[config.mk]
export PLATFORM = sky130hd
export DESIGN_NAME = cache_top
export DESIGN_NICKNAME = d
export VERILOG_FILES = /design/src/cache_pkg.sv /design/src/cache_addr_decode.sv /design/src/cache_line_store.sv /design/src/cache_word_merge.sv /design/src/cache_miss_ctrl.sv /design/src/mem_write_buffer.sv /design/src/cache_top.sv
export SDC_FILE = /design/constraint.sdc
export NUM_CORES = 2
export LEC_CHECK = 0
export ABC_AREA = 1
export BUFFER_PORTS_ARGS = -buffer_cell sky130_fd_sc_hd__buf_2
export CAP_MARGIN = 0
export CORE_ASPECT_RATIO = 0.9
export CORE_MARGIN = 5
export CORE_UTILIZATION = 55
export DETAILED_ROUTE_END_ITERATION = 16
export PLACE_DENSITY = 0.76
export SYNTH_ARGS = -nofsm -noshare
export SYNTH_HDL_FRONTEND = slang
export SYNTH_SLANG_ARGS = --single-unit
[constraint.sdc]
create_clock -name clk -period 7.5 [get_ports clk]
set_clock_uncertainty 0.2 [all_clocks]
set_input_delay 0.375 -clock clk [delete_from_list [all_inputs] [get_ports clk]]
set_output_delay 0.375 -clock clk [all_outputs]
set_load 0.03 [all_outputs]
[src/cache_pkg.sv]
package cache_pkg;

    localparam int NUM_LINES      = 8;
    localparam int WORDS_PER_LINE = 4;

    typedef logic [31:0] word_t;

    // word 0 sits in the low bits
    typedef word_t [WORDS_PER_LINE-1:0] line_t;

    typedef logic [24:0]                         tag_t;
    typedef logic [$clog2(NUM_LINES)-1:0]        index_t;
    typedef logic [$clog2(WORDS_PER_LINE)-1:0]   offset_t;
    typedef logic [27:0]                         line_addr_t;

    typedef struct packed {
        tag_t    tag;
        index_t  index;
        offset_t offset;
    } addr_fields_t;

    typedef struct packed {
        line_addr_t line_addr;
        offset_t    offset;
    } addr_line_t;

    // 30-bit word address seen as cache fields or as a memory line address
    typedef union packed {
        addr_fields_t fields;
        addr_line_t   line_view;
    } proc_addr_t;

    typedef struct packed {
        logic valid;
        logic dirty;
        tag_t tag;
    } line_meta_t;

    typedef struct packed {
        index_t     index;
        offset_t    offset;
        tag_t       req_tag;
        logic       hit;
        line_meta_t victim;
        line_addr_t victim_addr;
    } lookup_t;

    typedef struct packed {
        logic  en;
        logic  dirty;
        tag_t  tag;
        line_t line;
    } fill_t;

    typedef enum logic [1:0] {
        MISS_IDLE,
        MISS_REFILL,
        MISS_REFILL_MERGE
    } miss_state_t;

    typedef enum logic [1:0] {
        BUF_IDLE,
        BUF_READ,
        BUF_WRITE
    } buf_state_t;

endpackage

[src/cache_addr_decode.sv]
`timescale 1ns/1ps

module cache_addr_decode (
    input  cache_pkg::proc_addr_t proc_addr,
    input  cache_pkg::line_meta_t meta,
    output cache_pkg::index_t     index,
    output cache_pkg::lookup_t    lookup
);

    // stored tag and request index packed back into an address
    cache_pkg::proc_addr_t victim_word;

    assign index = proc_addr.fields.index;

    always_comb begin
        victim_word              = '0;
        victim_word.fields.tag   = meta.tag;
        victim_word.fields.index = proc_addr.fields.index;
    end

    always_comb begin
        lookup.index   = proc_addr.fields.index;
        lookup.offset  = proc_addr.line_view.offset;
        lookup.req_tag = proc_addr.fields.tag;
        // only compare against a live line
        lookup.hit     = meta.valid && (meta.tag == proc_addr.fields.tag);
        lookup.victim  = meta;
        // line view drops the offset and leaves {tag, index}
        lookup.victim_addr = victim_word.line_view.line_addr;
    end

endmodule

[src/cache_line_store.sv]
`timescale 1ns/1ps

module cache_line_store (
    input  logic                  clk,
    input  logic                  proc_reset,
    input  cache_pkg::index_t     index,
    input  cache_pkg::fill_t      fill,
    input  logic                  wr_hit,
    input  cache_pkg::line_t      wr_line,
    output cache_pkg::line_meta_t meta,
    output cache_pkg::line_t      line
);

    logic [cache_pkg::NUM_LINES-1:0] valid_q;
    logic [cache_pkg::NUM_LINES-1:0] dirty_q;
    cache_pkg::tag_t                 tag_q  [cache_pkg::NUM_LINES];
    cache_pkg::line_t                data_q [cache_pkg::NUM_LINES];

    // state bits per line
    always_ff @(posedge clk or posedge proc_reset) begin
        if (proc_reset) begin
            valid_q <= '0;
            dirty_q <= '0;
        end else if (fill.en) begin
            valid_q[index] <= 1'b1;
            dirty_q[index] <= fill.dirty;
        end else if (wr_hit) begin
            dirty_q[index] <= 1'b1;
        end
    end

    // tag and data arrays
    always_ff @(posedge clk) begin
        if (fill.en) begin
            tag_q[index]  <= fill.tag;
            data_q[index] <= fill.line;
        end else if (wr_hit) begin
            data_q[index] <= wr_line;
        end
    end

    // indexed entry read asynchronously
    always_comb begin
        meta.valid = valid_q[index];
        meta.dirty = dirty_q[index];
        meta.tag   = tag_q[index];
    end

    assign line = data_q[index];

    // a refill never coincides with a write hit
    a_fill_vs_wr_hit: assert property (
        @(posedge clk) disable iff (proc_reset)
        !(fill.en && wr_hit)
    ) else $error("line store: fill and write hit in the same cycle");

endmodule

[src/cache_word_merge.sv]
`timescale 1ns/1ps

module cache_word_merge (
    input  cache_pkg::offset_t offset,
    input  logic               use_fill,
    input  cache_pkg::line_t   hit_line,
    input  cache_pkg::line_t   fill_line,
    input  cache_pkg::word_t   wdata,
    output cache_pkg::word_t   rd_word,
    output cache_pkg::line_t   merged_line
);

    cache_pkg::line_t src_line;

    // incoming memory line wins during the refill cycle
    assign src_line = use_fill ? fill_line : hit_line;

    assign rd_word = src_line[offset];

    // drop the write word into its slot
    always_comb begin
        for (int w = 0; w < cache_pkg::WORDS_PER_LINE; w++) begin
            if (offset == cache_pkg::offset_t'(w)) begin
                merged_line[w] = wdata;
            end else begin
                merged_line[w] = src_line[w];
            end
        end
    end

endmodule

[src/cache_miss_ctrl.sv]
`timescale 1ns/1ps

module cache_miss_ctrl (
    input  logic                  clk,
    input  logic                  proc_reset,
    input  logic                  proc_read,
    input  logic                  proc_write,
    input  cache_pkg::lookup_t    lookup,
    input  cache_pkg::line_t      victim_line,
    input  logic                  buf_busy,
    input  logic                  buf_rdone,
    input  cache_pkg::line_t      buf_rdata,
    input  cache_pkg::line_t      merged_line,
    output logic                  proc_stall,
    output logic                  wr_hit,
    output cache_pkg::fill_t      fill,
    output logic                  use_fill,
    output logic                  buf_read,
    output logic                  buf_write,
    output cache_pkg::line_addr_t buf_addr,
    output cache_pkg::line_t      buf_wdata
);

    cache_pkg::miss_state_t state_q;
    cache_pkg::miss_state_t state_d;

    // victim waiting for hand-off to the buffer
    logic                  wb_pend_q;
    cache_pkg::line_addr_t wb_addr_q;
    cache_pkg::line_t      wb_line_q;

    logic miss;
    logic victim_dirty;

    assign miss         = (proc_read || proc_write) && !lookup.hit;
    assign victim_dirty = lookup.victim.valid && lookup.victim.dirty;

    // hits only count while no refill is in flight
    assign wr_hit   = (state_q == cache_pkg::MISS_IDLE) && proc_write && lookup.hit;
    assign use_fill = (state_q != cache_pkg::MISS_IDLE) && buf_rdone;

    always_comb begin
        state_d    = state_q;
        proc_stall = 1'b0;
        buf_read   = 1'b0;
        buf_write  = 1'b0;
        fill       = '0;
        fill.tag   = lookup.req_tag;

        case (state_q)
            cache_pkg::MISS_IDLE: begin
                if (miss) begin
                    proc_stall = 1'b1;
                    // wait here while a writeback still owns the memory port
                    if (!buf_busy) begin
                        buf_read = 1'b1;
                        if (proc_write) begin
                            state_d = cache_pkg::MISS_REFILL_MERGE;
                        end else begin
                            state_d = cache_pkg::MISS_REFILL;
                        end
                    end
                end
            end
            cache_pkg::MISS_REFILL,
            cache_pkg::MISS_REFILL_MERGE: begin
                proc_stall = !buf_rdone;
                if (buf_rdone) begin
                    fill.en    = 1'b1;
                    fill.dirty = (state_q == cache_pkg::MISS_REFILL_MERGE);
                    // write miss stores the fetched line with the new word in it
                    if (state_q == cache_pkg::MISS_REFILL_MERGE) begin
                        fill.line = merged_line;
                    end else begin
                        fill.line = buf_rdata;
                    end
                    buf_write = wb_pend_q;
                    state_d   = cache_pkg::MISS_IDLE;
                end
            end
            default: begin
                state_d = cache_pkg::MISS_IDLE;
            end
        endcase
    end

    assign buf_addr  = buf_write ? wb_addr_q :
                       cache_pkg::line_addr_t'({lookup.req_tag, lookup.index});
    assign buf_wdata = wb_line_q;

    always_ff @(posedge clk or posedge proc_reset) begin
        if (proc_reset) begin
            state_q   <= cache_pkg::MISS_IDLE;
            wb_pend_q <= 1'b0;
        end else begin
            state_q <= state_d;
            if (buf_read) begin
                wb_pend_q <= victim_dirty;
            end else if (buf_write) begin
                wb_pend_q <= 1'b0;
            end
        end
    end

    // snapshot of the dirty victim taken before the fill overwrites it
    always_ff @(posedge clk) begin
        if (buf_read && victim_dirty) begin
            wb_addr_q <= lookup.victim_addr;
            wb_line_q <= victim_line;
        end
    end

    a_strobe_exclusive: assert property (
        @(posedge clk) disable iff (proc_reset)
        !(buf_read && buf_write)
    ) else $error("miss ctrl: buf_read and buf_write together");

    // buffer takes a new line op only when it is free
    a_strobe_when_free: assert property (
        @(posedge clk) disable iff (proc_reset)
        (buf_read || buf_write) |-> !buf_busy
    ) else $error("miss ctrl: strobe while buffer busy");

endmodule

[src/mem_write_buffer.sv]
`timescale 1ns/1ps

module mem_write_buffer (
    input  logic                  clk,
    input  logic                  proc_reset,
    input  logic                  buf_read,
    input  logic                  buf_write,
    input  cache_pkg::line_addr_t buf_addr,
    input  cache_pkg::line_t      buf_wdata,
    input  logic                  mem_ready,
    input  cache_pkg::line_t      mem_rdata,
    output logic                  buf_busy,
    output logic                  buf_rdone,
    output cache_pkg::line_t      buf_rdata,
    output logic                  mem_read,
    output logic                  mem_write,
    output cache_pkg::line_addr_t mem_addr,
    output cache_pkg::line_t      mem_wdata
);

    cache_pkg::buf_state_t state_q;
    logic                  rdone_q;

    always_ff @(posedge clk or posedge proc_reset) begin
        if (proc_reset) begin
            state_q <= cache_pkg::BUF_IDLE;
            rdone_q <= 1'b0;
        end else begin
            rdone_q <= 1'b0;
            case (state_q)
                cache_pkg::BUF_IDLE: begin
                    if (buf_write) begin
                        state_q <= cache_pkg::BUF_WRITE;
                    end else if (buf_read) begin
                        state_q <= cache_pkg::BUF_READ;
                    end
                end
                cache_pkg::BUF_READ: begin
                    if (mem_ready) begin
                        state_q <= cache_pkg::BUF_IDLE;
                        rdone_q <= 1'b1;
                    end
                end
                cache_pkg::BUF_WRITE: begin
                    if (mem_ready) begin
                        state_q <= cache_pkg::BUF_IDLE;
                    end
                end
                default: begin
                    state_q <= cache_pkg::BUF_IDLE;
                end
            endcase
        end
    end

    // line op registered at the strobe and held until mem_ready
    always_ff @(posedge clk) begin
        if (state_q == cache_pkg::BUF_IDLE && (buf_read || buf_write)) begin
            mem_addr <= buf_addr;
        end
        if (state_q == cache_pkg::BUF_IDLE && buf_write) begin
            mem_wdata <= buf_wdata;
        end
        if (state_q == cache_pkg::BUF_READ && mem_ready) begin
            buf_rdata <= mem_rdata;
        end
    end

    assign buf_busy  = (state_q != cache_pkg::BUF_IDLE);
    assign buf_rdone = rdone_q;
    assign mem_read  = (state_q == cache_pkg::BUF_READ);
    assign mem_write = (state_q == cache_pkg::BUF_WRITE);

    a_mem_one_op: assert property (
        @(posedge clk) disable iff (proc_reset)
        !(mem_read && mem_write)
    ) else $error("write buffer: mem_read and mem_write both high");

    // address may not move before the memory answers
    a_mem_addr_hold: assert property (
        @(posedge clk) disable iff (proc_reset)
        (mem_read || mem_write) && !mem_ready |=> $stable(mem_addr)
    ) else $error("write buffer: mem_addr changed during an operation");

endmodule

[src/cache_top.sv]
`timescale 1ns/1ps

module cache_top (
    input  logic                  clk,
    input  logic                  proc_reset,
    input  logic                  proc_read,
    input  logic                  proc_write,
    input  cache_pkg::proc_addr_t proc_addr,
    input  cache_pkg::word_t      proc_wdata,
    output logic                  proc_stall,
    output cache_pkg::word_t      proc_rdata,
    output logic                  mem_read,
    output logic                  mem_write,
    output cache_pkg::line_addr_t mem_addr,
    input  cache_pkg::line_t      mem_rdata,
    output cache_pkg::line_t      mem_wdata,
    input  logic                  mem_ready
);

    cache_pkg::index_t     index;
    cache_pkg::lookup_t    lookup;
    cache_pkg::line_meta_t meta;
    cache_pkg::line_t      line;
    cache_pkg::fill_t      fill;
    cache_pkg::line_t      merged_line;
    logic                  wr_hit;
    logic                  use_fill;

    // control to buffer
    logic                  buf_read;
    logic                  buf_write;
    cache_pkg::line_addr_t buf_addr;
    cache_pkg::line_t      buf_wdata;
    logic                  buf_busy;
    logic                  buf_rdone;
    cache_pkg::line_t      buf_rdata;

    cache_addr_decode i_cache_addr_decode (
        .proc_addr (proc_addr),
        .meta      (meta),
        .index     (index),
        .lookup    (lookup)
    );

    cache_line_store i_cache_line_store (
        .clk        (clk),
        .proc_reset (proc_reset),
        .index      (index),
        .fill       (fill),
        .wr_hit     (wr_hit),
        .wr_line    (merged_line),
        .meta       (meta),
        .line       (line)
    );

    cache_word_merge i_cache_word_merge (
        .offset      (lookup.offset),
        .use_fill    (use_fill),
        .hit_line    (line),
        .fill_line   (buf_rdata),
        .wdata       (proc_wdata),
        .rd_word     (proc_rdata),
        .merged_line (merged_line)
    );

    cache_miss_ctrl i_cache_miss_ctrl (
        .clk         (clk),
        .proc_reset  (proc_reset),
        .proc_read   (proc_read),
        .proc_write  (proc_write),
        .lookup      (lookup),
        .victim_line (line),
        .buf_busy    (buf_busy),
        .buf_rdone   (buf_rdone),
        .buf_rdata   (buf_rdata),
        .merged_line (merged_line),
        .proc_stall  (proc_stall),
        .wr_hit      (wr_hit),
        .fill        (fill),
        .use_fill    (use_fill),
        .buf_read    (buf_read),
        .buf_write   (buf_write),
        .buf_addr    (buf_addr),
        .buf_wdata   (buf_wdata)
    );

    mem_write_buffer i_mem_write_buffer (
        .clk        (clk),
        .proc_reset (proc_reset),
        .buf_read   (buf_read),
        .buf_write  (buf_write),
        .buf_addr   (buf_addr),
        .buf_wdata  (buf_wdata),
        .mem_ready  (mem_ready),
        .mem_rdata  (mem_rdata),
        .buf_busy   (buf_busy),
        .buf_rdone  (buf_rdone),
        .buf_rdata  (buf_rdata),
        .mem_read   (mem_read),
        .mem_write  (mem_write),
        .mem_addr   (mem_addr),
        .mem_wdata  (mem_wdata)
    );

endmodule

Yosys cells after proc, flatten, opt, wreduce, memory -nomap -nowiden
Memories as Yosys holds them, arrays and structs flattened.
Index checks and enable logic that the tools add are counted.
- $lt $le $gt $ge: 3
- multiplexer cells: 48
- bitwise logic cells: 3
- eq/ne operators: 13
- reduce and logical (&&, ||, !) cells: 26
- operators with widths (cell ; number):
    $mux 128 ; 5
    $mux 32 ; 5
    $bmux 32 s2 ; 1
    $mux 28 ; 1
    $eq 25x25->1 ; 1
    $mux 1 ; 18
    $mux 2 ; 9
    $mux 8 ; 2
    $or 8x8->8 ; 2
    $logic_and 1x1->1 ; 11
    $bwmux 8 ; 1
    $eq 2x2->1 const B ; 4
    $pmux 2 s2 ; 2
    $reduce_bool 2->1 ; 4
    $bmux 1 s3 ; 2
    $eq 2x1->1 const B ; 3
    $logic_not 2->1 ; 3
    $ne 2x1->1 const B ; 3
    $lt 3x4->1 const B ; 1
    $reduce_or 2->1 ; 2
    $demux 1 s3 ; 1
    $ge 3x1->1 const B ; 1
    $lt 2x3->1 const B ; 1
    $ne 3x3->1 const B ; 1
    other kinds (7) ; 9
- word-level logic and storage cells: 115
- memories: 2
- memory bits (writable): 1224
- input port bits: 195
- output and inout bits: 191
- bits in registers: 462
- memories (name ; words ; width ; rd ports ; clocked after memory_dff ; write ports ; RTL line ; RTL):
    i_cache_line_store.data_q ; 8 ; 128 ; 1 ; 0 ; 1 ; cache_line_store.sv:17 ; cache_pkg::line_t data_q [cache_pkg::NUM_LINES];
    i_cache_line_store.tag_q ; 8 ; 25 ; 1 ; 0 ; 1 ; cache_line_store.sv:16 ; cache_pkg::tag_t tag_q [cache_pkg::NUM_LINES];

Logic depth before layout (Yosys ltp)
- word-level depth: 10
- mapped depth: 22
- depth with buffers taken out: 18

Modules after synthesis
Synthesis repeated with hierarchy kept, for this count alone.
- cell total of the unflattened synthesis: 7669
- area, all modules: 75417.3 um^2
- by module, submodules not included (module ; area each (um^2) ; seq. area each (um^2) ; cells an instance ; instances):
    cache_line_store ; 52813.2 ; 37155.6 ; 5264 ; 1
    mem_write_buffer ; 8748.4 ; 8603.3 ; 313 ; 1
    cache_miss_ctrl ; 8064.0 ; 4759.6 ; 747 ; 1
    cache_word_merge ; 4591.9 ; 0.0 ; 1119 ; 1
    cache_addr_decode ; 1199.9 ; 0.0 ; 226 ; 1

Worst setup path after synthesis
No wires, ideal clock.
- path kind: in2reg
- start point: input proc_addr[2] in the netlist's numbering
- end point: memory i_cache_line_store.data_q[0][0] in the netlist's numbering (enable)
- path slack: -0.617 ns
- path buffers: 4
- data required time: 6.683 ns
- arrival time: 7.301 ns
- setup time: 0.617 ns
- cell stages on the path: 19
- cells stage by stage: buf_6 > inv_2 > buf_6 > buf_4 > nand2_1 > nand3_1 > nand2_1 > nor2_1 > nor2_1 > nor2_1 > nand2_1 > nor2_1 > nand2_1 > nor2_2 > nand3_1 > nand2_2 > buf_4 > inv_1 > nor2_1
- cells in the longest elaborated chain, start to end: 8
- elaborated cells between the ends (all ways): 10
- those cells by class: eq/ne (1); mux (5); bitwise (1); reduce/logical (2); memory (1)
- RTL lines (element ; RTL line ; RTL):
    start, declared ; cache_top.sv:8 ; input cache_pkg::proc_addr_t proc_addr,
    $mem_v2 8x25 / $bmux 1 s3 (equally long branches) ; - ;
    $eq 25x25->1 / $mux 1 (equally long branches) ; cache_addr_decode.sv:26, cache_line_store.sv:44 ;
    $logic_and 1x1->1 ; cache_addr_decode.sv:26 ; lookup.hit = meta.valid && (meta.tag == proc_addr.fields.tag);
    $logic_and 1x1->1 ; cache_miss_ctrl.sv:39 ; assign wr_hit = (state_q == cache_pkg::MISS_IDLE) && proc_write && lookup.hit;
    $mux 1 ; cache_line_store.sv:37 ; end else if (wr_hit) begin
    $mux 1 ; cache_line_store.sv:34 ; if (fill.en) begin
    $mux 1 (implied by the code) ; cache_line_store.sv:38 ; data_q[index] <= wr_line;
    $or 1x1->1 (no source line) ; - ;
    end, declared ; cache_line_store.sv:17 ;
Parallel ways exist; a longest one is shown, timed or not. The select of a mux whose other input is x is not followed.

Final worst setup path
- start point: input proc_addr[2] in the netlist's numbering
- end point: output proc_rdata[24]
- cells in the longest elaborated chain, start to end: 4
- RTL lines (element ; RTL line ; RTL):
    $mem_v2 8x128 ; - ;
    $mux 128 ; cache_word_merge.sv:16 ; assign src_line = use_fill ? fill_line : hit_line;
    $bmux 32 s2 ; cache_word_merge.sv:18 ; assign rd_word = src_line[offset];
    $mux 32 (implied by the code) ; cache_word_merge.sv:18 ;
    end, declared ; cache_top.sv:11 ; output cache_pkg::word_t proc_rdata,
No other way between the ends. The select of a mux whose other input is x is not followed.

==> results.txt <==
The placeable core region came out at 121,000 um^2. The number of violations reported at the end of detailed-routing iteration 0 is 6,439. The achievable frequency is 0.142 GHz. The total of endpoints with negative setup slack in the final report came out at 0. The category of the most critical setup path is input port to output port. The instance area at placement came out at 70,500 um^2.

The synthesized area came out at 66,900 um^2. Across the VDD grid, the largest voltage drop is 202 uV. The post-detailed-routing wire length is 196,000 um. The buffer depth of the longest clock path is 3. The top flip-flop cell by instance count after synthesis is edfxtp_1. The number of distinct library cell variants in the gate-level netlist after synthesis is 44. The worst endpoint data arrival time is 6.47 ns. Of all nets on the critical path, the largest fanout is 116. The area added between synthesis and finish came out at 15.9%. The number of instances resized during post-cts repair is 0. The placer's final routability congestion estimate came out at 0.861. The clock tree synthesis step divided the H-tree into 4 levels.

The count of port buffers added during placement came out at 385. The worst hold-check slack came out at 0.0575 ns. After global routing the overflow that remains totals 0.

The average cell area after synthesis came out at 13.4 um^2. At the worst endpoint, the required time is 6.92 ns. Ranked by total cell area, the synthesized netlist is headed by edfxtp_1 75%, nand2_1 6.0%, nand3_1 2.9%. Setup repair after global routing left no endpoint under its margin. Once the floorplan was initialized, standard cells occupied 55.3% of the core. The fill cell instance count of the final layout came out at 8,393.

The max-capacitance violation count is 0. The number of design rule violations left after detail routing is 0. The die span in x came out at 378 um.

The number of top-level pins came out at 386. The count of flip-flops with a built-in enable after synthesis came out at 1,664. The worst hold path belongs to the class input port to flip-flop. The final period demand of the worst path came out at 7.04 ns. The post-synthesis register bit count came out at 1,686. Measured along the y axis, the die boundary spans 341 um. The post-synthesis sequential area ratio is 75.5%.

The post-cts hold buffer count came out at 168. The worst setup path is captured at an output port. The setup fix buffers added after clock tree synthesis came out at 0.

The nature of the critical path startpoint is an input port. The layout cell share with drive strength beyond 1 came out at 14.1%. For the worst-skew pair, the clock arrives at the later sink with an insertion delay of 0.81 ns. The fraction of synthesis flops using an asynchronous set or reset pin came out at 1.30%. The average via count per standard cell is 6.14. The count of nets left with antenna violations once routing finished came out at 0. In this run, CTS created clock tree buffers numbering 165. TritonCTS built the clock tree. The pin slew with the least headroom to its limit came out at 1.26 ns. The pin count of the biggest net entering global routing came out at 129. The first global-routing pass estimated 284,000 um of wire. The post-DP HPWL came out at 112,000 um. The fraction of synthesized cell area taken by the top area cell type came out at 74.7%.

The number of nets in the synthesized netlist came out at 5,184. The number of antenna violations at the first check in global routing is 24. The headroom to the max-slew limit is 16.0%. In the finished design, the share of the clock period the worst path needs comes to 93.9%. The number of sinks driven by the clock tree came out at 1,686. The overall via count from detail_route is 44,600.

The number of instances in the synthesized netlist came out at 4,983. The first-pass iteration count of the detailed router is 7. After the last flow step, the layout net total stands at 5,724. The number of global-route vias before repair came out at 42,900. The final standard cell area without fillers came out at 77,500 um^2. The cell leakage power came out at 0.0288 uW. The root buffer cell chosen for the clock tree is clkbuf_16.

The final-report max-slew violation count is 0. For this design the ratio of total power to cell area is 289 nW/um^2. Across every metal layer, demand over resource in global routing totals 30.1%. The die covers 129,000 um^2. The clock input transition at the sequential cells of the worst setup and hold paths came out at 0.06 ns. The hold violation count in the final report came out at 0. The flow ran to the end, and the final reports show no timing, DRC or antenna violations. The cell row count is 121. The number of warning messages in the yosys log is 0. Summed over all instances, the cell type with the most area after synthesis is edfxtp_1. Dividing the detail-routed wire length by the instance count gives 27.0 um.
[worst max-delay path: stages]
cell           delay [ns]
dlygate4sd3_1        0.54
buf_4                0.56
clkinv_2             0.84
nor2_4               0.34
buf_12               0.60
clkinv_1             1.24
nor2_1               0.36
a211oi_1             0.10
nand3_1              0.11
o21ai_1              0.09
o21ai_0              0.84
buf_2                0.35
[per-stage QoR]
stage                     worst slack, ns  TNS (ns)  utilization (%)  std cells  power, uW
final                               0.458         0             64.1       7269      22400
after global routing                0.358         0             64.1       7259      23100
after CTS                           0.893         0             64.1       7253      22400
after detailed placement             1.46         0             58.3       6787      14300
after global placement               1.50         0             58.3       6787      14300
after floorplan                    -0.617   -650.63                -       4983      13300
[per-layer routing]
layer	GRT usage, %	vias to the layer above	routed length (um)
met5	0	-	34
met4	13.7	6	10200
met3	10.1	628	27500
met2	45.4	3374	87800
met1	40.1	21400	70500
li1	-	19200	-
[layout make-up]
cell class                      instances  area (um^2)  area share [%]
Antenna cell                           16         40.0          0.0516
Clock inverter                        100          955            1.23
Inverter                              395         1510            1.95
Sequential cell                      1686        50500            65.2
Clock buffer                          198         4320            5.57
Multi-Input combinational cell       2642        13800            17.8
Timing Repair Buffer                  633         4410            5.69
Tap cell                             1599         2000            2.58
[cells by family after synthesis]
logic type	share of synthesized area (%)
AO/OA/AOI/OAI	8.25
buffers and inverters	4.15
adder cells (fa/ha/maj)	0.112
multiplexers	0.374
flip-flops	75.5
AND/OR/NAND/NOR	11.6
[Yosys cell counts, types with 2 or more instances]
master and count:
a22oi_1 44, o2111ai_1 9, o21ai_1 34, or2_2 43, nand2_1 1063, o22ai_1 39
and2_1 2, o221ai_1 4, or2_1 12, clkbuf_1 106, dfrtp_1 22, a22o_1 218
a21oi_1 16, o2bb2ai_1 22, nor2_4 6, inv_2 16, o21bai_1 5, o2111a_1 17
buf_2 86, buf_4 17, nor3_1 3, and3_1 18, a31oi_1 2, mux2i_1 25
a32o_1 17, ha_1 6, o211ai_1 19, nor2_1 276, buf_1 31, nor2_2 5
nand4_1 24, nand3_1 388, edfxtp_1 1664, inv_1 372, o21ai_0 215, a221oi_1 73
or2_0 3, buf_6 20, nand3b_1 3, clkinv_1 7, a211oi_1 28
[state kept, by name, indices dropped and copies added, names as in the netlist, 8 cells and up]
register,cells
i_cache_miss_ctrl.wb_addr_q,28
i_mem_write_buffer.mem_wdata,128
i_cache_line_store.tag_q,200
i_cache_line_store.data_q,1024
i_mem_write_buffer.mem_addr,28
i_cache_line_store.dirty_q,8
i_cache_miss_ctrl.buf_wdata,128
i_cache_line_store.valid_q,8
i_mem_write_buffer.buf_rdata,128
[placed cells by master, fill, tap and decap left out, drive strengths merged, types with 58 or more instances in the layout]
master,n
a22o,218
edfxtp,1664
a221oi,73
dlygate4sd3,168
clkbuf,198
nor2,287
o21ai,249
inv,395
nand2,1065
nand3,389
clkinv,86
buf,465
or2,58
[power breakdown]
part | total, uW | internal, uW | switching [uW]
registers | 11400 | 11200 | 224
clock network | 8100 | 4510 | 3580
logic | 2900 | 684 | 2220
total | 22400 | 16400 | 6020
[worst paths after layout]
check | end | slack [ns] | from | depth (start not counted)
max | proc_rdata[24] | 0.46 | proc_addr[2] | 12
min | i_cache_line_store.data_q[6][97] | 0.06 | proc_wdata[1] | 5
max reg2reg | i_cache_line_store.data_q[7][50] | 3.17 | i_cache_line_store.tag_q[0][19] | 14
min reg2reg | i_mem_write_buffer.mem_wdata[62] | 0.21 | i_cache_miss_ctrl.buf_wdata[62] | 0
max in group asynchronous | i_cache_line_store.valid_q[5] | 6.33 | proc_reset | 3
min in group asynchronous | i_cache_line_store.dirty_q[7] | 0.17 | proc_reset | 3
No activity file was read; power rests on OpenSTA's default activity.
